<file path="config.mk">
export PLATFORM = sky130hd
export DESIGN_NAME = mc_tile_mem
export DESIGN_NICKNAME = d
export VERILOG_FILES = /design/src/mc_pkg.sv /design/src/mc_tile_mem.sv
export SDC_FILE = /design/constraint.sdc
export NUM_CORES = 1
export LEC_CHECK = 0
export BUFFER_PORTS_ARGS = -buffer_cell sky130_fd_sc_hd__buf_2
export CAP_MARGIN = 20
export CORE_MARGIN = 1.5
export CORE_UTILIZATION = 55
export CTS_BUF_LIST = sky130_fd_sc_hd__clkbuf_16
export DETAILED_ROUTE_END_ITERATION = 8
export GPL_TIMING_DRIVEN = 0
export PLACE_DENSITY = 0.72
export SLEW_MARGIN = 20
export SYNTH_ARGS = -nofsm -noshare
export SYNTH_HDL_FRONTEND = slang
export SYNTH_SLANG_ARGS = --single-unit
</file>
<file path="constraint.sdc">
create_clock -name clk_i -period 2.9 [get_ports clk_i]
set_clock_uncertainty 0.15 [all_clocks]
set_input_delay 0.29 -clock clk_i [delete_from_list [all_inputs] [get_ports clk_i]]
set_output_delay 0.29 -clock clk_i [all_outputs]
set_load 0.005 [all_outputs]
</file>
<file path="src/mc_pkg.sv">
/* shared sizes, operation codes and packet layouts for the manycore row
   imported by every block that builds or reads a request or a response */

package mc_pkg;

  // ----------------------------------------
  // row geometry
  // ----------------------------------------

  // tiles in the row addressed by x coordinate
  localparam int NUM_TILES = 4;
  localparam int X_W       = 2;

  // word memory inside each tile
  localparam int ADDR_W    = 4;
  localparam int MEM_WORDS = 1 << ADDR_W;
  localparam int DATA_W    = 32;

  // tag is echoed back so the host can match responses
  localparam int TAG_W     = 4;

  // ----------------------------------------
  // endpoint queue sizing
  // ----------------------------------------

  // incoming request queue
  localparam int FWD_FIFO_ELS = 2;
  // outgoing response queue and the starting credit count
  localparam int REV_FIFO_ELS = 2;
  // counter must be able to hold the full credit count
  localparam int CREDIT_W     = $clog2(REV_FIFO_ELS + 1);

  // ----------------------------------------
  // packet formats
  // ----------------------------------------

  typedef enum logic [0:0] {
    e_mc_load  = 1'b0,
    e_mc_store = 1'b1
  } mc_op_e;

  // request from the host toward a tile
  typedef struct packed {
    mc_op_e              op;
    logic [X_W-1:0]      x_cord;
    logic [ADDR_W-1:0]   addr;
    logic [DATA_W-1:0]   data;
    logic [TAG_W-1:0]    tag;
  } mc_packet_s;

  // response from a tile back to the host
  // x_cord names the tile that answered
  // data is the loaded word or zero for a store
  typedef struct packed {
    mc_op_e              op;
    logic [X_W-1:0]      x_cord;
    logic [TAG_W-1:0]    tag;
    logic [DATA_W-1:0]   data;
  } mc_return_packet_s;

endpackage

</file>
<file path="src/mc_tile_mem.sv">
/* per-tile word memory client behind the endpoint
   takes one request per cycle and answers with a registered response */

`timescale 1ns/10ps

module mc_tile_mem (
  input  logic                      clk_i,
  input  logic                      reset_i,

  // tile identity tied off by the row
  input  logic [mc_pkg::X_W-1:0]    tile_x_i,

  // request from the endpoint
  input  mc_pkg::mc_packet_s        packet_i,
  input  logic                      packet_v_i,
  output logic                      packet_yumi_o,

  // one-cycle response back to the endpoint
  output mc_pkg::mc_return_packet_s return_packet_o,
  output logic                      return_packet_v_o
);

  import mc_pkg::*;

  logic [DATA_W-1:0] mem_r [MEM_WORDS];
  mc_return_packet_s ret_r;
  logic              ret_v_r;
  logic              is_store;

  // never stalls, so take whatever is offered
  assign packet_yumi_o = packet_v_i;
  assign is_store      = (packet_i.op == e_mc_store);

  // word array and response valid
  always_ff @(posedge clk_i) begin
    if (reset_i) begin
      for (int w = 0; w < MEM_WORDS; w++) begin
        mem_r[w] <= '0;
      end
      ret_v_r <= 1'b0;
    end else begin
      if (packet_yumi_o && is_store) begin
        mem_r[packet_i.addr] <= packet_i.data;
      end
      ret_v_r <= packet_yumi_o;
    end
  end

  // response payload reads the old word
  always_ff @(posedge clk_i) begin
    if (packet_yumi_o) begin
      ret_r.op     <= packet_i.op;
      ret_r.x_cord <= tile_x_i;
      ret_r.tag    <= packet_i.tag;
      // stores answer with zero data
      ret_r.data   <= is_store ? '0 : mem_r[packet_i.addr];
    end
  end

  assign return_packet_o   = ret_r;
  assign return_packet_v_o = ret_v_r;

endmodule

</file>
# Word-level counts from Yosys, hierarchy flattened
# Memory sizes are Yosys's and may differ from the RTL's. A register that Yosys moved wholly into a read port is not among the register bits.
# Index checks and enable logic that the tools add are counted.
dict set report op_classes {
  n_mux 8
  reduce_logical 2
}
# operator count
set ops {}
lappend ops {{32-bit two-way mux} 1}
lappend ops {{32-bit OR reduction} 1}
lappend ops {{1-bit two-way mux} 6}
lappend ops {{4-bit two-way mux} 1}
lappend ops {{1-bit logical AND} 1}
dict set report totals {
  reg_bits 8
  word_cells 15
  mem_count 1
  input_bits 48
  mem_bits_rw 512
}
# memory words word_bits read_ports rd_clocked_by_memory_dff wr line_no
set mem_list {}
lappend mem_list {mem_r 16 32 1 1 16 mc_tile_mem.sv:25} ;# logic [DATA_W-1:0] mem_r [MEM_WORDS];

# Longest topological paths before layout
# Gate-level depths: netlist (run 1).
dict set report depth {
  word_depth 6
  mapped_depth 7
  ltp_nobuf 3
}

# Worst setup path before layout (run 1)
# Ideal clock, no wire load.
dict set report synth_timing {
  path_kind {in2reg}
  start {in packet_i[37] in the netlist's numbering}
  end {mem mem_r[12][0] (enable)}
  path_slack_ps 819
  required_ps 2375
  path_stages 5
  t_arrival_ps 1557
  cell_sequence {buf_2 nand4bb_1 buf_2 nor3_2 or2_2}
}
# element line_no
set synth_rtl {}
lappend synth_rtl {{start, declared} mc_tile_mem.sv:14} ;# input mc_pkg::mc_packet_s packet_i,
lappend synth_rtl {{end, declared} mc_tile_mem.sv:25}

==> results of run 1 <==
==> synthesized netlist by cell type <==
master	n	area (sq um)
a22o_1	32	280
a22oi_1	32	240
and2_1	512	3200
and3b_1	1	8.76
buf_12	1	20.0
buf_2	26	130
buf_4	11	82.6
buf_6	4	45.0
buf_8	1	15.0
clkbuf_1	91	342
clkbuf_2	6	30.0
dfxtp_1	1	20.0
edfxtp_1	551	16500
inv_2	1	3.75
mux2_2	64	721
mux2i_1	64	641
mux4_2	64	1440
nand2_1	2	7.51
nand2b_1	3	18.8
nand4b_4	1	23.8
nand4bb_1	1	11.3
nor2_1	1	3.75
nor2b_1	2	12.5
nor3_2	12	120
nor3b_1	1	7.51
nor4_2	2	25.0
nor4_4	2	42.5
o22ai_1	32	200
o31ai_1	32	240
or2_2	17	106
==> where the power goes <==
| group | total [mW] | switching (mW) | internal (mW) |
|---|---|---|---|
| clock | 6.56 | 2.95 | 3.61 |
| combinational | 1.25 | 0.759 | 0.490 |
| sequential | 9.34 | 0.113 | 9.23 |
==> state kept, by name (all words and copies together) (netlist names) <==
name	count
return_packet_o	39
return_packet_v_o	1
mem_r	512
==> worst register-to-register path, cell delays in order, from the launching register on <==
cell and delay, ns:
edfxtp_1 0.36, mux4_2 0.51, a22oi_1 0.37, o31ai_1 0.19
==> metal layers <==
| metal | vias to the layer above | global-route usage, % | wire, microns |
|---|---|---|---|
| met1 | 7138 | 35.7 | 24700 |
| met5 | - | 0 | 13 |
| li1 | 6199 | - | - |
| met3 | 102 | 6.03 | 4840 |
| met4 | 2 | 7.65 | 1580 |
| met2 | 536 | 44.1 | 29600 |
==> placed cells by master (no fill, tap or decap), types with 5 or more instances in the layout <==
master,instances
a22o_1,32
a22oi_1,32
and2_1,512
buf_2,108
buf_4,12
clkbuf_1,91
clkbuf_16,57
clkbuf_2,6
clkinv_1,16
clkinv_2,7
dlygate4sd3_1,40
edfxtp_1,551
inv_1,18
mux2_2,64
mux2i_1,64
mux4_2,64
nor3_2,12
o22ai_1,32
o31ai_1,32
or2_2,12
or2_4,5
==> what timing repair did <==
action	in CTS	in global routing
setup endpoints to repair	0	160
gates resized for setup	0	5
hold buffers	40	0
hold endpoints to repair	200	0
==> worst min-delay path by stage <==
stage               slack (ns)                  end        start
floorplan                 0.21    return_packet_v_o      reset_i
global route              0.15  return_packet_o[33]   packet_v_i
global placement          0.32  return_packet_o[32]  packet_i[0]
detailed placement        0.32  return_packet_o[32]  packet_i[0]
CTS                       0.14  return_packet_o[34]   packet_v_i
finish                    0.13  return_packet_o[33]   packet_v_i
==> area by class of cell <==
cell class	instances	area, sq um
Timing Repair Buffer	123	818
Fill cell	3329	16300
Clock buffer	57	1430
Inverter	1	3.75
Buffer	140	664
Sequential cell	552	16600
Tap cell	592	741
Clock inverter	44	209
Multi-Input combinational cell	877	7370
==> logic make-up (layout without fill, tap and decap cells) <==
group                  after synthesis  count (layout)
flip-flops                         552             552
AND/OR/NAND/NOR                    557             557
buffers and inverters              141             365
multiplexers                       192             192
AO/OA/AOI/OAI                      128             128
==> per-stage QoR <==
step	TNS, ns	power, mW
global route	0	17.6
finish	0	17.2
detailed placement	-174.17	10.7
floorplan	0	10.2
global placement	-451.37	10.7
CTS	0	17.2
==> summary.md, run 1 <==
| Metric | Value |
|---|---|
| Worst setup margin | about 0.075 ns |
| PortBufs | 83 |
| Min Clock Period, post-route | between 2 and 3 ns |
| Setup crit start kind | primary input |
| Skew-Pair Late Insertion Delay | about 0.6 ns |
| Final instance area | roughly 28000 sq um |
| Multiplexer share of the synthesized area | around 11% |
| Residual DRC count | 0 |
| Mean Syn Cell Area | about 16 sq um |
| Worst vdd ir | just over 0.5 mV |
| Critical Path End | mem_r[4][13] |
| Slew @ Worst Pin | between 1 and 1.5 ns |
| Diodes inserted | 0 |
| Core area | about 44000 sq um |
| Initial antenna violation count | 2 |
| Post-DRT Antenna Nets | 0 |
| DP Cell Count | roughly 2200 |
| Post-synthesis compound-gate area fraction | 3.91% |
| Largest net degree at the start of global routing | 44 |
| RR Startpoint | mem_r[15][2] |
| Gate Count Post-Synth | between 1500 and 2000 |
| Share of post-route cells with drive strength above 1 | 20.2% |
| Simple-Gate Fraction of Synth Area | around 15% |
| Die area | 46000 sq um |
| Die X | between 200 and 250 microns |
| Number of global-route vias before repair | about 14000 |
| Combinational family with the most area after synthesis | simple AND/OR/NAND/NOR gates |
| Fin Hold WS | approximately 0.13 ns |
| Max clock buf depth | 3 |
| DP HPWL | 38100 microns |
| Final net count | between 1500 and 2000 |
| CP arrival | a little under 3 ns |
| Layout area overhead | 13.0% |
| Slowest cell on the critical path | or2_2 |
| Via density | 5.86 |
| Hold Vio Cnt, Final | 0 |
| Number of max-cap violations | 0 |
| Placed cell areas | roughly 26000 sq um |
| CP Capture Type | register |
| CTS tree | built |
| Setup crit start | reset_i |
| Clk pin slew, worst setup/hold paths | about 0.060 ns |
| Max FO, Critical Path | 32 |
| Cell Pwr Density | roughly 600 nW/um^2 |
| Router iterations before antenna repair | 5 |
| Worst reg-to-reg setup slack | 1.02 ns |
| CP max stage delay | 0.89 ns |
| Tcrit/Tclk final | a little over nine tenths |
| Data required, critical path | 2.97 ns |
| Flops & latches, synth | between 500 and 600 |
| # Post-CTS Setup Buffers | 0 |
| Critical setup path kind | primary input to register |
| Cells along the critical path | dlygate4sd3_1 > buf_2 > nand4bb_1 > buf_2 > nor3_2 > or2_2 |
| Vias | 13977 |
| RR Endpoint | return_packet_o[2] |
| Worst path bufs/invs | 3 |
| CTS sink cnt | approximately 550 |
| R2R cell count | 3 |
| Final Max Tran Viols | 0 |
| Global placement routability congestion | between 0.8 and 0.9 |
| Final Setup Violations | 0 |
| Rel. slew slack | approximately 26% |
| Ys Warns | 0 |
| DRT iter0 DRCs | ~1200 |
| Synthesized Nets | roughly 1600 |
| Util after Layout | approximately 63% |
| Hold Path Depth | 1 |
| Number of H-tree levels | 2 |
| Levels on crit path | 6 |
| Final WL | 60700 microns |
| Num CTS Buffers | 56 |
| Site Rows | 77 |
| Clk root buf | clkbuf_16 |
| Xor and xnor area share after synthesis | 0% |
| Adder-Cell Fraction of Synth Area | 0% |
| Initial Util | 55.7% |
| Dpl ws | -0.446 ns |
| Final Non-Filler Cells | around 2400 |
| Congestion Overflow GR | 0 |
| DIE HEIGHT | 214 microns |
| HP Class | primary input to register |
| # IOs | ~90 |
| Crit-path leading delay family | simple AND/OR/NAND/NOR gates |
| Post-synthesis sequential area ratio | roughly two thirds |
| Fmax | 354 MHz |
| Outcome | completed |
| Post-Syn Area | 24600 sq um |
| Crit path top cell by count | buf_2 |
| Total GRT Usage | between 20% and 30% |
| Lkg Pwr | 9.96 nW |
| Synth cell types | 30 |
| RSZ-0062 raised after global routing | false |
| Detailed-route wire length per cell | about 25 microns |
| Global-route wire length before repair | between 80000 and 90000 microns |
Power figures use the tool's default switching activity.
==> run 2: changes to the inputs <==
==> constraint.sdc (replaced) <==
create_clock -name clk_i -period 2.9 [get_ports clk_i]
set_clock_uncertainty 0.15 [all_clocks]
set_input_delay 0.58 -clock clk_i [delete_from_list [all_inputs] [get_ports clk_i]]
set_output_delay 0.58 -clock clk_i [all_outputs]
set_load 0.005 [all_outputs]
==> run 2 against run 1 <==
  * Total power shrank 0.28%
  * Clock power is essentially flat
  * Sequential power is essentially flat
  * Critical path type unchanged
  * Critical endpoint is now mem_r[2][13]
==> summary.md, run 2 (synthesis results as in run 1) <==
| Metric | Value |
|---|---|
| Largest net degree at the start of global routing | 44 |
| Worst setup margin | between 0.15 and 0.2 ns |
| Max FO, Critical Path | 43 |
| Setup crit start kind | primary input |
| Number of global-route vias before repair | approximately 14000 |
| DP Cell Count | around 2200 |
| RSZ-0062 raised after global routing | false |
| Core area | around 44000 sq um |
| Cell Pwr Density | 622 nW/um^2 |
| Lkg Pwr | between 9 and 10 nW |
| # IOs | 89 |
| HP Start | reset_i |
| Final Max Tran Viols | 0 |
| Final net count | 1765 |
| CTS sink cnt | 552 |
| Detailed-route wire length per cell | 25.6 microns |
| Num CTS Buffers | 56 |
| Final Non-Filler Cells | 2354 |
| Post-DRT Antenna Nets | 0 |
| Number of max-cap violations | 0 |
| Congestion Overflow GR | 0 |
| Commonest cells after routing, fill and taps aside | edfxtp_1, and2_1, buf_2 |
| Largest register FFs | approximately 510 |
| Max clock buf depth | 3 |
| Met2 usage | between 40 and 50% |
| Global placement routability congestion | 0.846 |
| Die X | 214 microns |
| DRT iter0 DRCs | between 1000 and 1500 |
| RR Startpoint | mem_r[15][9] |
| Outcome | completed |
| Worst vdd ir | roughly 0.51 mV |
| CP Capture Type | register |
| Layout area overhead | 11.8% |
| Initial antenna violation count | 5 |
| Layout fillers | 3347 |
| Final Setup Violations | 0 |
| Share of post-route cells with drive strength above 1 | between 20% and 30% |
| # Post-CTS Setup Buffers | 0 |
| Die area | between 40000 and 50000 sq um |
| Most Crowded Layer GR | met2 |
| HP Class | primary input to register |
| Min-Delay Endpoint | return_packet_v_o |
| Critical setup path kind | primary input to register |
| Tcrit/Tclk final | between 90% and 100% |
| RR Endpoint | return_packet_o[9] |
| Router iterations before antenna repair | 8 |
| Slew @ Worst Pin | between 0.9 and 1 ns |
| Initial Util | between 50 and 60% |
| Residual DRC count | 0 |
| Rel. slew slack | 39.4% |
| DIE HEIGHT | about 210 microns |
| Worst reg-to-reg setup slack | approximately 0.97 ns |
| Clk root buf | clkbuf_16 |
| Fmax | about 360 MHz |
| Min Clock Period, post-route | between 2 and 3 ns |
| Vias | between 10000 and 15000 |
| Dpl ws | -0.736 ns |
| Hold Path Depth | 2 |
| Global-route wire length before repair | 88800 microns |
| Most common cell after layout, fill and taps aside | edfxtp_1 |
| Biggest register | mem_r |
| R2R cell count | 3 |
| CP arrival | 2.82 ns |
| PortBufs | 83 |
| Final WL | ~60000 microns |
| Skew-Pair Late Insertion Delay | roughly 0.6 ns |
| Total power draw | around 17 mW |
| Clk pin slew, worst setup/hold paths | 0.06 ns |
| Met1 usage in global routing | between 30% and 40% |
| Routing usage on met3 | under 10% |
| DP HPWL | between 30000 and 40000 microns |
| CTS tree | built |
| Total GRT Usage | 26.6% |
| Site Rows | just under 80 |
| Data required, critical path | 2.98 ns |
| Hold Vio Cnt, Final | 0 |
| Number of H-tree levels | 2 |
| Via density | about 6 |
run 2: cell count changes in the layout (fill, tap and decap cells not counted):
cell	before	now
diode_2	0	2
or2_4	5	16
dlygate4sd3_1	40	6
or2_2	12	1
run 2: critical path, cell delays in order:
cell      delay (ns)
buf_4           0.57
nand4b_4        0.35
nor4_2          0.62
or2_4           0.65
run 2: through the flow:
step                utilization (%)  hold WS [ns]  area [sq um]  TNS [ns]
floorplan                         -         0.502         24600         0
global placement               58.3         0.608         25700   -742.30
detailed placement             58.4         0.609         25700   -371.13
CTS                            62.2         0.112         27500         0
global route                   62.3         0.158         27500         0
finish                         62.3         0.149         27500         0
run 2: worst max path at each step:
stage | start | to | slack, ns | depth (start not counted)
3_5_place_dp | packet_v_i | mem_r[12][22] | -0.74 | 5
6_report | packet_v_i | mem_r[2][13] | 0.15 | 4
3_3_place_gp | packet_v_i | mem_r[2][19] | -1.17 | 4
5_1_grt | packet_v_i | mem_r[14][17] | 0.06 | 4
2_1_floorplan | packet_i[37] | mem_r[12][0] | 0.53 | 5
4_1_cts | packet_v_i | mem_r[7][21] | 0.008 | 4
run 2: final cells by class:
cell class,count,area [sq um],area share (%)
tap,592,741,2.69
multi-input combinational,877,7390,26.9
sequential,552,16600,60.3
buffer,140,664,2.42
clock inverter,44,209,0.760
clock buffer,57,1430,5.19
antenna,2,5.00,0.0182
timing repair buffer,89,478,1.74
inverter,1,3.75,0.0137
run 2: metal layers:
| layer | share of wire (%) | wire length [microns] |
|---|---|---|
| met2 | 49 | 29400 |
| met1 | 41 | 24500 |
| met4 | 2.5 | 1520 |
| met5 | 0.18 | 106 |
| met3 | 7.9 | 4770 |
run 2: what timing repair did:
action	4_1_cts	5_1_grt
resized for setup	7	9
endpoints found under the hold margin	6	0
setup endpoints to repair	224	205
pin swaps	0	0
hold buffers	6	0
run 2: where the power goes:
group          internal, mW  switching [mW]
clock                  3.61            2.94
sequential             9.22           0.112
combinational         0.466           0.752
total                  13.3            3.81
==> run 3: changes to the inputs <==
PLACE_DENSITY = 0.76   (was 0.72)
==> run 3 against run 2 <==
  * Largest cell class unchanged
  * Critical endpoint is now mem_r[13][30]
  * Critical path type unchanged
  * Sequential share of layout area is 0.22 points lower
  * Count of clock-buffer cells in the layout stayed put
  * Critical path depth is 1 higher
==> summary.md, run 3 (synthesis results as in run 1) <==
| Metric | Value |
|---|---|
| Share of post-route cells with drive strength above 1 | around a fifth |
| Final Max Tran Viols | 0 |
| Global placement routability congestion | 0.832 |
| Detailed-route wire length per cell | around 25 microns |
| Clk pin slew, worst setup/hold paths | about 0.06 ns |
| CP Capture Type | register |
| RSZ-0062 raised after global routing | false |
| Most common cell after layout, fill and taps aside | edfxtp_1 |
| Layout area overhead | 12.2% |
| Met1 usage in global routing | around a third |
| Lkg Pwr | a little under 10 nW |
| DRT iter0 DRCs | around 1300 |
| Most Crowded Layer GR | met2 |
| Initial Util | between 50% and 60% |
| Residual DRC count | 0 |
| Hold Vio Cnt, Final | 0 |
| Final net count | roughly 1800 |
| Congestion Overflow GR | 0 |
| # IOs | 89 |
| Number of global-route vias before repair | between 10000 and 15000 |
| Post-DRT Antenna Nets | 0 |
| DIE HEIGHT | about 210 microns |
| Commonest cells after routing, fill and taps aside | edfxtp_1, and2_1, buf_2 |
| Dpl ws | -0.759 ns |
| Largest net degree at the start of global routing | between 40 and 50 |
| Min Clock Period, post-route | between 2 and 3 ns |
| Final Setup Violations | 0 |
| Worst vdd ir | around 0.60 mV |
| CTS sink cnt | between 500 and 600 |
| Max clock buf depth | 3 |
| Critical setup path kind | primary input to register |
| Biggest register | mem_r |
| Die X | around 210 microns |
| Num CTS Buffers | 55 |
| Worst setup margin | between 0.1 and 0.15 ns |
| Slew @ Worst Pin | ~0.98 ns |
| PortBufs | slightly above 80 |
| # Post-CTS Setup Buffers | 0 |
| Clk root buf | clkbuf_16 |
| Fmax | between 300 and 400 MHz |
| Outcome | completed |
| Util after Layout | a little over three fifths |
| Tcrit/Tclk final | just under 100% |
| Total power draw | approximately 18 mW |
| Initial antenna violation count | 6 |
| Max FO, Critical Path | between 40 and 50 |
| CP arrival | 2.88 ns |
| Die area | approximately 46000 sq um |
| HP Class | primary input to register |
| Via density | 5.99 |
| Final WL | between 50000 and 60000 microns |
| Rel. slew slack | 34.3% |
| Data required, critical path | 2.99 ns |
| Number of H-tree levels | 2 |
| Number of max-cap violations | 0 |
| Largest register FFs | 512 |
| Site Rows | between 70 and 80 |
| Vias | ~14000 |
| Skew-Pair Late Insertion Delay | 0.62 ns |
| Setup crit start kind | primary input |
| Cell Pwr Density | between 600 and 700 nW/um^2 |
| Total GRT Usage | about a quarter |
| Global-route wire length before repair | approximately 90000 microns |
| Core area | between 40000 and 50000 sq um |
| Router iterations before antenna repair | 5 |
| Met2 usage | between 40% and 50% |
| Routing usage on met3 | roughly 5.9% |
| DP HPWL | approximately 38000 microns |
| CTS tree | built |
==> run 3: area by class of cell <==
type	instances	area [sq um]
antenna	3	7.51
sequential	552	16600
buffer	140	664
multi-input combinational	877	7390
clock buffer	57	1430
tap	592	741
fill	3307	16500
timing repair buffer	89	478
inverter	1	3.75
clock inverter	39	305
==> run 3: metal layers <==
metal	vias up	routed length, microns
met5	-	17
met4	2	2240
met3	131	5600
met2	676	28900
met1	7145	23100
li1	6118	-
==> run 3: stage by stage <==
| step | cell area (sq um) | instances | hold WS (ns) | setup TNS, ns |
|---|---|---|---|---|
| after floorplan | 24600 | 1570 | 0.502 | 0 |
| after global placement | 25700 | 2245 | 0.608 | -743.75 |
| after detailed placement | 25700 | 2245 | 0.609 | -366.60 |
| after CTS | 27600 | 2347 | 0.127 | 0 |
| after global routing | 27600 | 2349 | 0.153 | 0 |
| final | 27600 | 2350 | 0.156 | 0 |
==> run 3: path summary, 6_finish.rpt <==
kind | end | slack [ns] | start | depth (start not counted)
max | mem_r[13][30] | 0.11 | packet_v_i | 5
min | return_packet_v_o | 0.16 | reset_i | 2
max reg2reg | return_packet_o[10] | 0.91 | mem_r[4][10] | 3
min reg2reg | return_packet_o[3] | 0.67 | mem_r[6][3] | 3
==> run 3: critical path: stages <==
cell       delay (ns)
buf_4            0.57
nand4bb_1        0.17
buf_2            0.25
nor3_2           0.59
or2_4            0.68
==> run 3: where the power goes <==
group	total, mW	internal, mW	switching (mW)	leakage [nW]
Sequential	9.33	9.22	0.113	5.28
Combinational	1.22	0.467	0.756	3.67
Clock	6.97	3.97	3.00	0.901
Total	17.5	13.7	3.87	9.85
==> run 3: what timing repair did <==
action                                 4_1_cts  5_1_grt
pin swaps                                    0        0
endpoints found under the hold margin        6        0
setup endpoints to repair                  224      289
hold buffers                                 6        0
gates resized for setup                      7        9
