**src/mc_pkg.sv**
```systemverilog
/* shared sizes, operation codes and packet layouts for the manycore row
   imported by every block that builds or reads a request or a response */

package mc_pkg;

  // ----------------------------------------
  // row geometry
  // ----------------------------------------

  // tiles in the row addressed by x coordinate
  localparam int NUM_TILES = 4;
  localparam int X_W       = 2;

  // word memory inside each tile
  localparam int ADDR_W    = 4;
  localparam int MEM_WORDS = 1 << ADDR_W;
  localparam int DATA_W    = 32;

  // tag is echoed back so the host can match responses
  localparam int TAG_W     = 4;

  // ----------------------------------------
  // endpoint queue sizing
  // ----------------------------------------

  // incoming request queue
  localparam int FWD_FIFO_ELS = 2;
  // outgoing response queue and the starting credit count
  localparam int REV_FIFO_ELS = 2;
  // counter must be able to hold the full credit count
  localparam int CREDIT_W     = $clog2(REV_FIFO_ELS + 1);

  // ----------------------------------------
  // packet formats
  // ----------------------------------------

  typedef enum logic [0:0] {
    e_mc_load  = 1'b0,
    e_mc_store = 1'b1
  } mc_op_e;

  // request from the host toward a tile
  typedef struct packed {
    mc_op_e              op;
    logic [X_W-1:0]      x_cord;
    logic [ADDR_W-1:0]   addr;
    logic [DATA_W-1:0]   data;
    logic [TAG_W-1:0]    tag;
  } mc_packet_s;

  // response from a tile back to the host
  // x_cord names the tile that answered
  // data is the loaded word or zero for a store
  typedef struct packed {
    mc_op_e              op;
    logic [X_W-1:0]      x_cord;
    logic [TAG_W-1:0]    tag;
    logic [DATA_W-1:0]   data;
  } mc_return_packet_s;

endpackage

```
**src/mc_fifo.sv**
```systemverilog
/* small synchronous queue, element type set by parameter
   holds requests on the way in and responses on the way out of a tile */

`timescale 1ns/10ps

module mc_fifo #(
  parameter int  els_p  = 2,
  parameter type elem_t = logic
) (
  input  logic  clk_i,
  input  logic  reset_i,

  // enqueue side with valid and ready
  input  logic  v_i,
  input  elem_t data_i,
  output logic  ready_o,

  // dequeue side with valid and yumi
  output logic  v_o,
  output elem_t data_o,
  input  logic  yumi_i
);

  localparam int ptr_w = (els_p > 1) ? $clog2(els_p) : 1;
  localparam int cnt_w = $clog2(els_p + 1);

  // circular storage with its pointers and occupancy
  elem_t             mem_r [els_p];
  logic [ptr_w-1:0]  wr_ptr_r;
  logic [ptr_w-1:0]  rd_ptr_r;
  logic [cnt_w-1:0]  count_r;

  logic enq;
  logic deq;

  // ready only looks at occupancy and never at yumi_i
  assign ready_o = (count_r != cnt_w'(els_p));
  assign v_o     = (count_r != '0);
  assign data_o  = mem_r[rd_ptr_r];

  assign enq = v_i & ready_o;
  assign deq = yumi_i & v_o;

  always_ff @(posedge clk_i) begin
    if (enq) begin
      mem_r[wr_ptr_r] <= data_i;
    end
  end

  // pointers wrap at els_p, so depth need not be a power of two
  always_ff @(posedge clk_i) begin
    if (reset_i) begin
      wr_ptr_r <= '0;
      rd_ptr_r <= '0;
      count_r  <= '0;
    end else begin
      if (enq) begin
        wr_ptr_r <= (wr_ptr_r == ptr_w'(els_p - 1)) ? '0 : wr_ptr_r + 1'b1;
      end
      if (deq) begin
        rd_ptr_r <= (rd_ptr_r == ptr_w'(els_p - 1)) ? '0 : rd_ptr_r + 1'b1;
      end
      // occupancy only moves when exactly one side fires
      case ({enq, deq})
        2'b10:   count_r <= count_r + 1'b1;
        2'b01:   count_r <= count_r - 1'b1;
        default: count_r <= count_r;
      endcase
    end
  end

endmodule

```
**src/mc_endpoint_fc.sv**
```systemverilog
/* tile endpoint with queues for requests from the row and responses back to it
   requests reach the client only when a response slot is reserved */

`timescale 1ns/10ps

module mc_endpoint_fc (
  input  logic                      clk_i,
  input  logic                      reset_i,

  // from the request router
  input  logic                      net_v_i,
  input  mc_pkg::mc_packet_s        net_packet_i,
  output logic                      net_ready_o,

  // request toward the memory client
  output mc_pkg::mc_packet_s        packet_o,
  output logic                      packet_v_o,
  input  logic                      packet_yumi_i,

  // response from the memory client, no ready
  input  mc_pkg::mc_return_packet_s return_packet_i,
  input  logic                      return_packet_v_i,

  // response toward the arbiter
  output mc_pkg::mc_return_packet_s return_packet_o,
  output logic                      return_packet_v_o,
  input  logic                      return_packet_yumi_i
);

  import mc_pkg::*;

  // forward fifo head before credit gating
  logic                fwd_v_lo;
  // handshakes that move credits
  logic                fwd_deq;
  logic                rev_deq;

  logic [CREDIT_W-1:0] credit_r;
  logic [CREDIT_W-1:0] credit_avail;
  logic                credit_has_space;

  // ----------------------------------------
  // forward path for requests
  // ----------------------------------------

  // net_ready_o is simply "forward fifo not full"
  mc_fifo #(
    .els_p  (FWD_FIFO_ELS),
    .elem_t (mc_packet_s)
  ) fwd_fifo (
    .clk_i   (clk_i),
    .reset_i (reset_i),
    .v_i     (net_v_i),
    .data_i  (net_packet_i),
    .ready_o (net_ready_o),
    .v_o     (fwd_v_lo),
    .data_o  (packet_o),
    .yumi_i  (packet_yumi_i)
  );

  // client only sees a request when its response has a slot waiting
  assign packet_v_o = fwd_v_lo & credit_has_space;
  assign fwd_deq    = packet_v_o & packet_yumi_i;

  // ----------------------------------------
  // reverse fifo credits
  // ----------------------------------------

  // one credit per free reverse fifo entry, minus requests in flight
  // in the client. a dequeue this cycle frees its credit right away
  assign rev_deq          = return_packet_v_o & return_packet_yumi_i;
  assign credit_avail     = credit_r + CREDIT_W'(rev_deq);
  assign credit_has_space = (credit_avail != '0);

  always_ff @(posedge clk_i) begin
    if (reset_i) begin
      credit_r <= CREDIT_W'(REV_FIFO_ELS);
    end else begin
      // take a credit for every request the client accepts
      credit_r <= credit_avail - CREDIT_W'(fwd_deq);
    end
  end

  // ----------------------------------------
  // reverse path for responses
  // ----------------------------------------

  // credits guarantee room, so the ready here is never needed
  mc_fifo #(
    .els_p  (REV_FIFO_ELS),
    .elem_t (mc_return_packet_s)
  ) rev_fifo (
    .clk_i   (clk_i),
    .reset_i (reset_i),
    .v_i     (return_packet_v_i),
    .data_i  (return_packet_i),
    .ready_o (),
    .v_o     (return_packet_v_o),
    .data_o  (return_packet_o),
    .yumi_i  (return_packet_yumi_i)
  );

endmodule

```
**config.mk**
```make
export PLATFORM = sky130hd
export DESIGN_NAME = mc_endpoint_fc
export DESIGN_NICKNAME = d
export VERILOG_FILES = /design/src/mc_pkg.sv /design/src/mc_fifo.sv /design/src/mc_endpoint_fc.sv
export SDC_FILE = /design/constraint.sdc
export NUM_CORES = 1
export LEC_CHECK = 0
export ABC_AREA = 1
export CORE_AREA = 2 2 86 130
export CTS_CLUSTER_DIAMETER = 40
export DETAILED_ROUTE_END_ITERATION = 10
export DIE_AREA = 0 0 88 132
export DONT_BUFFER_PORTS = 1
export MAX_ROUTING_LAYER = met4
export PLACE_DENSITY = 0.78
export SLEW_MARGIN = 10
export SYNTH_ARGS = -nofsm -noshare
export SYNTH_HDL_FRONTEND = slang
export SYNTH_SLANG_ARGS = --single-unit
```
**constraint.sdc**
```tcl
create_clock -name clk_i -period 5 [get_ports clk_i]
set_input_delay 0.5 -clock clk_i [delete_from_list [all_inputs] [get_ports clk_i]]
set_output_delay 0.5 -clock clk_i [all_outputs]
set_load 0.01 [all_outputs]
```
After elaboration in Yosys (flattened, before gate mapping)
Memory sizes are Yosys's and may differ from the RTL's. A register that Yosys moved wholly into a read port is not among the register bits. Cells that the tools add are included.

$add $sub $neg: 10. Multipliers: 0. Div/mod/pow operators: 0. Magnitude comparators: 0. Equal/unequal tests: 6. Shift operators: 0. Mux-type cells: 14. Bitwise logic cells: 6. Reduce and logical (&&, ||, !) cells: 5.

Operator list (number): $mux 1 (12); $reduce_bool 2->1 (5); $pmux 2 s2 (2); $and 1x1->1 (6); $add 1x1->1 const B (4); $add 2x1->2 const B (2); $eq 2x1->1 const B (2); $eq 2x2->1 const B (2); $ne 2x2->1 const B (2); $sub 2x1->2 const B (2); $add 2x1->2 (1); $sub 2x1->2 (1).

Register bits after elaboration: 10. Latch bits: 0. Bits in writable memories: 164. Bits in read-only memories: 0. Word-level logic and storage cells: 50. Memories: 2.

Memories: fwd_fifo.mem_r (depth 2, bits a word 43, read ports 1, clocked after Yosys merged registers in 1, write ports 1, line mc_fifo.sv:28) `elem_t mem_r [els_p];`; rev_fifo.mem_r (depth 2, bits a word 39, read ports 1, clocked after Yosys merged registers in 1, write ports 1, line mc_fifo.sv:28).

Logic depth before layout (Yosys ltp)
Gate-level depths: netlist of run 1.

Word-level depth: 7. Mapped depth: 13.

Modules after synthesis
A second synthesis of run 1 with hierarchy kept.

Cell total of the unflattened synthesis: 353. Area total of the unflattened synthesis: 6805.3 um^2.

Modules (own cells, without submodules): mc_fifo at fwd_fifo (times used 1, cells an instance 172, area each 3549.7 um^2); mc_fifo at rev_fifo (times used 1, cells an instance 159, area each 3101.7 um^2); mc_endpoint_fc (times used 1, cells an instance 22, area each 153.9 um^2).

Worst setup path after synthesis of run 1
No wires, ideal clock.

Path kind: reg-to-reg. From: reg fwd_fifo.count_r[0]. To: mem fwd_fifo.mem_r[0][0] (netlist bit), enable pin. Setup time: 0.443 ns. Data arrival time: 2.472 ns. Required time: 4.557 ns. Path slack: 2.085 ns. Stages on the path, launching flop included: 5. Path buffers: 0. Period minus slack after synthesis: 2.915 ns. Path through: dfxtp_1 -> inv_1 -> nand2_1 -> nand2_1 -> nor2_1.

Word-level cells in the longest chain between the ends: 4.

RTL lines: start, declared (line mc_fifo.sv:31) `logic [cnt_w-1:0] count_r;`; start signal, assigned (line mc_fifo.sv:65) `2'b10: count_r <= count_r + 1'b1;`; start signal, assigned (line mc_fifo.sv:66) `2'b01: count_r <= count_r - 1'b1;`; start signal, assigned (line mc_fifo.sv:67) `default: count_r <= count_r;`; $ne 2x2->1 (line mc_fifo.sv:37) `assign ready_o = (count_r != cnt_w'(els_p));`; net net_ready_o (line mc_endpoint_fc.sv:13) `output logic net_ready_o,`; $and 1x1->1 (line mc_fifo.sv:41) `assign enq = v_i & ready_o;`; $mux 1 (line mc_fifo.sv:45) `if (enq) begin`; $mux 1 (implied by the code) (line mc_fifo.sv:46) `mem_r[wr_ptr_r] <= data_i;`; end, declared (line mc_fifo.sv:28).

The timed path passes the listed nets, and every way through them passes these cells.

==> metrics.md, run 1 <==
| Metric | Value |
|---|---|
| CP peak stage delay | 0.98 ns |
| Die width | around 88 µm |
| Synth area leader | edfxtp_1 |
| Fin crit share | 47.7% |
| Hold_buf cts | 0 |
| Post-CTS Setup Inserts | 0 |
| Yosys top cell area share | ~75% |
| Finished Core Util | 70.2% |
| Post-synthesis cell area | between 0.006 and 0.007 mm² |
| Total track usage | between 10% and 20% |
| Syn avg cell area | 19.0 µm² |
| Power Dens Cells | around 510 mW/mm² |
| RSZ-0062 raised after global routing | false |
| Tmin final | about 2.4 ns |
| Share of layout cells above drive strength 1 | a little under a third |
| Cells after synthesis | 347 |
| Final GP Congestion | 0.773 |
| Top Family by Delay on Critical Path | flip-flops |
| Sequential share of the synthesized area | around four fifths |
| Largest net degree at the start of global routing | 44 |
| Initial antenna violation count | 0 |
| WL/cell | 19.6 µm |
| Setup TNS | 0 ns |
| Crit-path cells | mux2_2 |
| ANT nets after route | 0 |
| Synth cell types | 19 |
| Skew-Pair Late Insertion Delay | 0.41 ns |
| Skew final | 0.00811 ns |
| Via/cell ratio | approximately 5.6 |
| CTS H-tree lvls | 4 |
| Final Max Tran Viols | 0 |
| # fillers | between 600 and 700 |
| Via Count | about 2900 |
| TritonCTS buffer count | 17 |
| Total routed wirelength | approximately 10000 µm |
| Storage cell area | around 0.0052 mm² |
| Critical Path AT | 1.88 ns |
| CP Buf/Inv Count | 0 |
| Crit path kind | flop to primary output |
| Critical path launch point type | flop |
| Crit path required time | 4.50 ns |
| # IOs | 173 |
| Global-route wire length before repair | ~15000 µm |
| Starting density of the core | ~63% |
| Leakage power | about 2.5 nW |
| Setup violations, final | 0 |
| CTS sink cnt | about 180 |
| Crit-path max FO | 43 |
| Crit-path slowest cell | dfxtp_2 |
| Worst-Margin Slew | ~1.2 ns |
| Worst vdd ir | 324 µV |
| Final Hold Fails | 0 |
| Synth area leaders | edfxtp_1 (75%), mux2_2 (12%), dfxtp_1 (3.6%) |
| Post-Place Cells | roughly 480 |
| Drt first pass iters | 4 |
| Run status | completed |
| Residual DRC | 0 |
| Max-cap violations | 0 |
| Slew margin rel. | 20.3% |
| Non-Filler Instances | just over 500 |
| CTS tree | yes |
| Fin nets | between 400 and 500 |
| Remaining Overflow, GRT | 0 |
| Vias in the first global route | around 3100 |
| Clk slew on worst S/H paths | roughly 0.06 ns |
| Die extent in y | roughly 130 µm |
| Fmax | around 0.42 GHz |
| Port bufs | 0 |
| Area Growth Syn to Fin | 10.9% |
| Rows | 46 |
| Element type at the critical path end | primary output |
| Final Cell Area | between 0.007 and 0.008 mm² |
| Post-cts gate resize count | 0 |
| Core footprint | approximately 0.010 mm² |
| Area of the multi-input gates | around 0.0013 mm² |
| Flops & latches, synth | about 180 |
| Root buffer cell | clkbuf_16 |
| Area post-placement | between 0.006 and 0.007 mm² |
| Die Footprint | 0.0116 mm² |
| Most frequent cells in the layout | edfxtp_1 (164), mux2_2 (68), nand2_1 (21) |
| Most common cell after layout, fill and taps aside | edfxtp_1 |
| Mapped Nets | about 440 |
| Antenna Cells | 0 |
| Dpl hpwl | a little under 7000 µm |
| Synth warn | 0 |
| Worst min path class | input port to flop |
| Longest Clk Path Bufs | 2 |
| DR iter-0 viols | between 100 and 150 |
per-stage QoR:
step / setup WS, ns / hold WS (ns) / power (W)
after floorplan: 2.08 / 0.467 / 0.00238
after global placement: 2.92 / 0.477 / 0.00244
after detailed placement: 2.81 / 0.497 / 0.00248
after CTS: 2.58 / 0.133 / 0.00374
after global routing: 2.44 / 0.134 / 0.00386
final: 2.62 / 0.150 / 0.00372
kinds of logic (layout without fill, tap and decap cells):
group	count (synthesis)	after routing	share of synthesized area [%]
XOR/XNOR	2	2	0.266
multiplexers	82	82	14.6
flip-flops	176	176	78.4
buffers and inverters	29	54	2.62
AND/OR/NAND/NOR	45	45	2.66
AO/OA/AOI/OAI	9	9	0.722
adder cells (fa/ha/maj)	4	4	0.760
layer usage:
layer / part of all wire, % / GRT usage (%) / vias up
met3: 13 / 10.0 / 18
met2: 53 / 30.8 / 158
met5: 0 / - / -
li1: - / - / 1326
met4: 2.1 / 8.12 / 0
met1: 32 / 16.9 / 1392
worst paths after layout:
path | cells after the start | endpoint | start | slack [ns]
worst max-delay path | 1 | packet_o[17] | flop | 2.62
worst min-delay path | 1 | credit_r[0] | reset_i | 0.15
worst max register to register | 4 | fwd_fifo.mem_r[1][21] | fwd_fifo.count_r[0] | 2.84
worst min register to register | 2 | rev_fifo.rd_ptr_r | rev_fifo.rd_ptr_r | 0.51
worst register-to-register path: stages (launching register included):
cell and delay (ns):
dfxtp_1 0.36, inv_1 0.10, nand2_1 0.17, nand2_1 0.20, nor2_4 0.94
power breakdown:
part / total, W / internal, W / leakage, nW / switching (W)
combinational: 0.000534 / 0.000221 / 0.592 / 0.000313
clock: 0.00127 / 0.000743 / 0.277 / 0.000530
sequential: 0.00191 / 0.00181 / 1.63 / 0.000103
sequential cells by signal, summed over array words and instances, names as in the netlist, named ones only:
| register | cells |
|---|---|
| fwd_fifo.wr_ptr_r | 1 |
| rev_fifo.count_r | 2 |
| fwd_fifo.count_r | 2 |
| rev_fifo.mem_r | 78 |
| fwd_fifo.mem_r | 86 |
| rev_fifo.rd_ptr_r | 1 |
| fwd_fifo.rd_ptr_r | 1 |
| credit_r | 2 |
| rev_fifo.wr_ptr_r | 1 |
area by class of cell:
cell class / count / share of cell area [%]
clock buffers: 18 / 5.87
clock inverters: 14 / 2.12
inverters: 20 / 1.03
multi-input cells: 142 / 17.4
flip-flops and latches: 176 / 70.7
well taps: 144 / 2.47
repair buffers: 2 / 0.377
synthesized netlist by cell type:
cell and n:
a21boi_1 1, a21oi_1 3, buf_4 2, buf_6 6, buf_8 1, dfxtp_1 12, edfxtp_1 164, ha_1 4
inv_1 20, mux2_1 4, mux2_2 68, mux2_4 10, nand2_1 21, nand3_1 1, nand4_1 2, nor2_1 21
o21ai_0 5, xnor2_1 1, xor2_1 1
No activity file was read; power rests on OpenSTA's default activity.
==> run 2: changes to the inputs <==
--- a/config.mk
+++ b/config.mk
@@ -6,13 +6,13 @@
 export NUM_CORES = 1
 export LEC_CHECK = 0
 export ABC_AREA = 1
-export CORE_AREA = 2 2 86 130
+export CORE_AREA = 2 2 88 132
 export CTS_CLUSTER_DIAMETER = 40
 export DETAILED_ROUTE_END_ITERATION = 10
-export DIE_AREA = 0 0 88 132
+export DIE_AREA = 0 0 90 134
 export DONT_BUFFER_PORTS = 1
 export MAX_ROUTING_LAYER = met4
-export PLACE_DENSITY = 0.78
+export PLACE_DENSITY = 0.75
 export SLEW_MARGIN = 10
 export SYNTH_ARGS = -nofsm -noshare
 export SYNTH_HDL_FRONTEND = slang
==> constraint.sdc (replaced) <==
create_clock -name clk_i -period 2.35 [get_ports clk_i]
set_input_delay 0.235 -clock clk_i [delete_from_list [all_inputs] [get_ports clk_i]]
set_output_delay 0.235 -clock clk_i [all_outputs]
set_load 0.01 [all_outputs]
==> metrics.md, run 2 (synthesis gave the netlist of run 1 again) <==
| Metric | Value |
|---|---|
| Worst R2R Start | rev_fifo.count_r[0] (was fwd_fifo.count_r[0]) |
| Dpl hpwl | 6810 µm (was 6740 µm) |
| Fin crit share | about 90% |
| Die extent in y | 134 µm (was 132 µm) |
| R2r setup slk | 0.52 ns (was 2.84 ns) |
| Via/cell ratio | 5.39 (was 5.61) |
| Met3 routed WL | 920 µm (was 1310 µm) |
| Final Max Tran Viols | 0 (unchanged) |
| # fillers | 638 (was 651) |
| Die Footprint | 0.0121 mm² (was 0.0116 mm²) |
| Crit path kind | flop to primary output (unchanged) |
| Wl on met1 | 4460 µm (was 3190 µm) |
| Skew final | 0.0150 ns (was 0.00811 ns) |
| Via Count | 3271 (was 2894) |
| CTS H-tree lvls | 4 (unchanged) |
| Final Cell Area | 0.00821 mm² (was 0.00731 mm²) |
| Finished Core Util | 75.0% (was 70.2%) |
| Leakage power | 2.89 nW (was 2.50 nW) |
| Tmin final | between 2 and 2.5 ns |
| Crit path required time | 2.12 ns (was 4.50 ns) |
| TritonCTS buffer count | 17 (unchanged) |
| Longest Clk Path Bufs | 2 (unchanged) |
| Worst hold slack | 0.0887 ns (was 0.150 ns) |
| Global-route wire length before repair | 18800 µm (was 15200 µm) |
| Max-cap violations | 0 (unchanged) |
| Worst-Margin Slew | 0.549 ns (was 1.19 ns) |
| Core footprint | 0.0109 mm² (was 0.0104 mm²) |
| Share of layout cells above drive strength 1 | 25.9% (was 30.9%) |
| Drt first pass iters | 4 (unchanged) |
| Largest register FFs | 86 (unchanged) |
| Regs by FF count | fwd_fifo.mem_r: 86 flops, rev_fifo.mem_r: 78 flops (unchanged) |
| Most common cell after layout, fill and taps aside | edfxtp_1 (unchanged) |
| Final Hold Fails | 0 (unchanged) |
| Port bufs | 0 (unchanged) |
| Run status | completed (unchanged) |
| Starting density of the core | 60.2% (was 63.2%) |
| Largest net degree at the start of global routing | 44 (unchanged) |
| Setup TNS | 0 ns (unchanged) |
| Most flops, register | fwd_fifo.mem_r (unchanged) |
| Area Growth Syn to Fin | 24.6% (was 10.9%) |
| Slew margin rel. | 63.4% (was 20.3%) |
| Power Dens Cells | 998 mW/mm² (was 508 mW/mm²) |
| Crit-path max FO | 5 (was 43) |
| CTS tree | yes (unchanged) |
| Top Layer Used | met4 (unchanged) |
| Root buffer cell | clkbuf_16 (unchanged) |
| Initial antenna violation count | 0 (unchanged) |
| Antenna Cells | 0 (unchanged) |
| Storage cell area | 0.00517 mm² (unchanged) |
| WL/cell | 20.1 µm (was 19.6 µm) |
| Critical path launch point type | flop (unchanged) |
| Residual DRC | 0 (unchanged) |
| # IOs | 173 (unchanged) |
| Hold path startpoint | packet_yumi_i (was reset_i) |
| Setup violations, final | 0 (unchanged) |
| RSZ-0062 raised after global routing | false (unchanged) |
| Clk slew on worst S/H paths | 0.07 ns (was 0.06 ns) |
| Remaining Overflow, GRT | 0 (unchanged) |
| RR Endpoint | credit_r[1] (was fwd_fifo.mem_r[1][21]) |
| Post-Place Cells | 491 (was 483) |
| Hold Path Cell Cnt | 3 (was 1) |
| Element type at the critical path end | primary output (unchanged) |
| Worst min path class | input port to flop (unchanged) |
| Most frequent cells in the layout | edfxtp_1 (164), dlygate4sd3_1 (84), mux2_2 (68) (was edfxtp_1 (164), mux2_2 (68), nand2_1 (21)) |
| Total routed wirelength | 12200 µm (was 10100 µm) |
| Die width | 90 µm (was 88 µm) |
| CTS sink cnt | 176 (unchanged) |
| R2R cell count | 12 (was 4) |
| Area of the multi-input gates | 0.00127 mm² (unchanged) |
| Fin nets | 539 (was 451) |
| Skew-Pair Late Insertion Delay | 0.42 ns (was 0.41 ns) |
| Met2 wire len | 6670 µm (was 5390 µm) |
| Final GP Congestion | 0.719 (was 0.773) |
| ANT nets after route | 0 (unchanged) |
| Vias in the first global route | 3650 (was 3132) |
| DR iter-0 viols | 131 (was 121) |
| Area post-placement | 0.00677 mm² (was 0.00670 mm²) |
| Worst vdd ir | 622 µV (was 324 µV) |
| Non-Filler Instances | 607 (was 516) |
| Critical Path AT | 1.82 ns (was 1.88 ns) |
| Rows | 47 (was 46) |
| Fmax | approximately 0.49 GHz |
| Total track usage | 21.5% (was 18.5%) |
==> run 2: layout make-up <==
class                      instances  share of cell area [%]
multi-input combinational        142                    15.5
timing repair buffer              90                    11.1
clock buffer                      17                    5.18
tap                              147                    2.24
sequential                       176                    63.0
clock inverter                    15                    2.07
inverter                          20                   0.915
==> run 2: how the worst max path moves through the flow <==
stage	endpoint	start	slack [ns]	cells past startpoint
CTS	packet_v_o	rev_fifo.count_r[0]	0.27	9
global route	packet_v_o	rev_fifo.count_r[0]	0.12	9
detailed placement	credit_r[1]	rev_fifo.count_r[0]	0.53	12
global placement	credit_r[1]	rev_fifo.count_r[0]	0.61	12
finish	packet_v_o	rev_fifo.count_r[0]	0.29	9
floorplan	fwd_fifo.mem_r[0][0]	fwd_fifo.count_r[0]	-0.57	4
==> run 2: metal layers <==
layer,vias up,GRT usage [%]
li1,1500,-
met1,1606,22.5
met2,154,37.8
met3,11,6.97
met4,0,7.95
met5,-,-
==> run 2: critical path, stage by stage (launching register included) <==
cell	delay (ns)
dfxtp_1	0.32
inv_1	0.12
nand2_1	0.13
nand2_1	0.10
inv_1	0.07
ha_1	0.24
xnor2_1	0.20
nand2_1	0.09
nand2_1	0.07
inv_1	0.07
==> run 2: what timing repair did <==
item                                   in CTS  in global routing
gates resized for setup                     0                  0
setup buffers                               0                  0
hold buffers                               84                  0
endpoints found under the hold margin     166                  0
==> run 2: report_power, final <==
part | switching, W | total, W | internal, W
Combinational | 0.000829 | 0.00141 | 0.000580
Clock | 0.00123 | 0.00284 | 0.00161
Sequential | 0.000112 | 0.00395 | 0.00384
Total | 0.00217 | 0.00819 | 0.00602
==> run 2: stage by stage <==
| stage | setup WS, ns | power [W] |
|---|---|---|
| final | 0.293 | 0.00819 |
| after global routing | 0.121 | 0.00852 |
| after CTS | 0.270 | 0.00822 |
| after detailed placement | 0.526 | 0.00529 |
| after global placement | 0.611 | 0.00523 |
| after floorplan | -0.565 | 0.00507 |
==> run 3: changes to the inputs <==
--- a/config.mk
+++ b/config.mk
@@ -12,7 +12,7 @@
 export DIE_AREA = 0 0 90 134
 export DONT_BUFFER_PORTS = 1
 export MAX_ROUTING_LAYER = met4
-export PLACE_DENSITY = 0.75
+export PLACE_DENSITY_LB_ADDON = 0.08
 export SLEW_MARGIN = 10
 export SYNTH_ARGS = -nofsm -noshare
 export SYNTH_HDL_FRONTEND = slang
==> metrics.md, run 3 (synthesis gave the netlist of run 1 again) <==
| Metric | Value |
|---|---|
| Tmin final | 2.12 ns (was 2.06 ns) |
| Vias in the first global route | 3458 (was 3650) |
| Non-Filler Instances | 608 (was 607) |
| Power Dens Cells | 987 mW/mm² (was 998 mW/mm²) |
| WL/cell | 18.7 µm (was 20.1 µm) |
| Largest net degree at the start of global routing | 44 (unchanged) |
| Area post-placement | 0.00680 mm² (was 0.00677 mm²) |
| Critical path launch point type | flop (unchanged) |
| Global-route wire length before repair | 17700 µm (was 18800 µm) |
| Leakage power | 2.90 nW (was 2.89 nW) |
| CP peak stage delay | 0.33 ns (was 0.32 ns) |
| # IOs | 173 (unchanged) |
| Core footprint | 0.0109 mm² (unchanged) |
| Rows | 47 (unchanged) |
| Via/cell ratio | 5.33 (was 5.39) |
| Final Max Tran Viols | 0 (unchanged) |
| Antenna Cells | 0 (unchanged) |
| Longest Clk Path Bufs | 2 (unchanged) |
| Crit path required time | 2.12 ns (about the same) |
| Regs by FF count | fwd_fifo.mem_r: 86 flops, rev_fifo.mem_r: 78 flops (unchanged) |
| ANT nets after route | 0 (unchanged) |
| CTS H-tree lvls | 4 (unchanged) |
| Remaining Overflow, GRT | 0 (unchanged) |
| Final Cell Area | 0.00823 mm² (was 0.00821 mm²) |
| Final GP Congestion | 0.758 (was 0.719) |
| Most common cell after layout, fill and taps aside | edfxtp_1 (unchanged) |
| TritonCTS buffer count | 17 (unchanged) |
| CTS tree | yes (unchanged) |
| Crit-path max FO | 5 (unchanged) |
| Total track usage | 20.2% (was 21.5%) |
| Drt first pass iters | 4 (unchanged) |
| CTS sink cnt | 176 (unchanged) |
| Fin crit share | 90.3% (was 87.5%) |
| Slew margin rel. | 63.3% (was 63.4%) |
| Skew final | 0.00791 ns (was 0.0150 ns) |
| Largest register FFs | 86 (unchanged) |
| Die width | 90 µm (unchanged) |
| Residual DRC | 0 (unchanged) |
| Skew-Pair Late Insertion Delay | 0.42 ns (about the same) |
| Share of layout cells above drive strength 1 | 26.5% (was 25.9%) |
| Dpl hpwl | 6950 µm (was 6810 µm) |
| Starting density of the core | 60.2% (unchanged) |
| Crit-path cells | inv_1 > nand2_1 > nand2_1 > inv_1 > ha_1 > xnor2_1 > nand2_1 > nand2_1 > inv_1 (unchanged) |
| Finished Core Util | 75.3% (was 75.0%) |
| Die Footprint | 0.0121 mm² (unchanged) |
| Via Count | 3240 (was 3271) |
| Crit path kind | flop to primary output (unchanged) |
| Final Hold Fails | 0 (unchanged) |
| Most frequent cells in the layout | edfxtp_1 (164), dlygate4sd3_1 (84), mux2_2 (68) (unchanged) |
| Most flops, register | fwd_fifo.mem_r (unchanged) |
| Worst vdd ir | 613 µV (was 622 µV) |
| Fmax | 0.471 GHz (was 0.486 GHz) |
| Worst min path class | input port to flop (unchanged) |
| Critical Path AT | 1.89 ns (was 1.82 ns) |
| Worst-Margin Slew | 0.551 ns (was 0.549 ns) |
| Element type at the critical path end | primary output (unchanged) |
| Initial antenna violation count | 0 (unchanged) |
| Root buffer cell | clkbuf_16 (unchanged) |
| Die extent in y | 134 µm (unchanged) |
| Total routed wirelength | 11400 µm (was 12200 µm) |
| Max-cap violations | 0 (unchanged) |
| DR iter-0 viols | 159 (was 131) |
| Clk slew on worst S/H paths | 0.07 ns (about the same) |
| Overall power | 0.00813 W (was 0.00819 W) |
| Crit-path slowest cell | dfxtp_1 (unchanged) |
| Setup violations, final | 0 (unchanged) |
| Most frequent CP cell | nand2_1 (unchanged) |
| Run status | completed (unchanged) |
| Post-Place Cells | 492 (was 491) |
| Port bufs | 0 (unchanged) |
| Fin nets | 540 (was 539) |
| RSZ-0062 raised after global routing | false (unchanged) |
| Area Growth Syn to Fin | 24.9% (was 24.6%) |
[run 3: changes by cell type in the layout (fill, tap and decap cells not counted), sizes merged]
cell	before	now
buf	6	7
bufinv	2	1
clkinv	2	3
clkinvlp	1	2
inv	30	29
[run 3: per-stage QoR]
step                      hold slack (ns)  setup slack, ns  TNS (ns)
after global routing               0.0623           0.0532         0
after CTS                          0.0735            0.214         0
final                              0.0742            0.228         0
after floorplan                     0.302           -0.565    -48.63
after detailed placement            0.307            0.482         0
after global placement              0.302            0.598         0
[run 3: critical path: cells and delay by family (launching register included)]
family | cells | cell delay (ns)
and+or+nand+nor | 4 | 0.40
xor gates and xnor gates | 1 | 0.23
buffers and inverters | 3 | 0.27
adders and majority gates | 1 | 0.23
DFF | 1 | 0.33
[run 3: final timing paths]
kind | from | endpoint | slack [ns] | depth (start not counted)
worst max-delay path | rev_fifo.count_r[0] | packet_v_o | 0.23 | 9
worst min-delay path | reset_i | credit_r[1] | 0.07 | 2
worst max register to register | rev_fifo.count_r[0] | credit_r[1] | 0.46 | 12
worst min register to register | fwd_fifo.rd_ptr_r | fwd_fifo.rd_ptr_r | 0.51 | 2
[run 3: report_power, final]
part	total [W]	switching (W)	internal, W
Clock	0.00275	0.00124	0.00151
Sequential	0.00396	0.000122	0.00384
Combinational	0.00142	0.000817	0.000602
Total	0.00813	0.00218	0.00595
[run 3: cell type report]
class / count / area [µm²]
Sequential cell: 176 / 5170
Fill cell: 657 / 2710
Multi-Input combinational cell: 142 / 1270
Timing Repair Buffer: 91 / 943
Clock buffer: 17 / 425
Tap cell: 147 / 184
Clock inverter: 15 / 163
Inverter: 20 / 75.1
[run 3: timing repair]
item,4_1_cts,5_1_grt
resized for setup,0,0
endpoints found under the hold margin,166,0
hold buffers,84,0
setup buffers,0,0
[run 3: routing by layer]
| metal | up-vias | track usage [%] | part of all wire (%) |
|---|---|---|---|
| met5 | - | - | 0 |
| met4 | 0 | 7.52 | 1.8 |
| met1 | 1584 | 20.8 | 35 |
| met2 | 130 | 34.4 | 55 |
| met3 | 17 | 8.54 | 7.8 |
| li1 | 1509 | - | - |
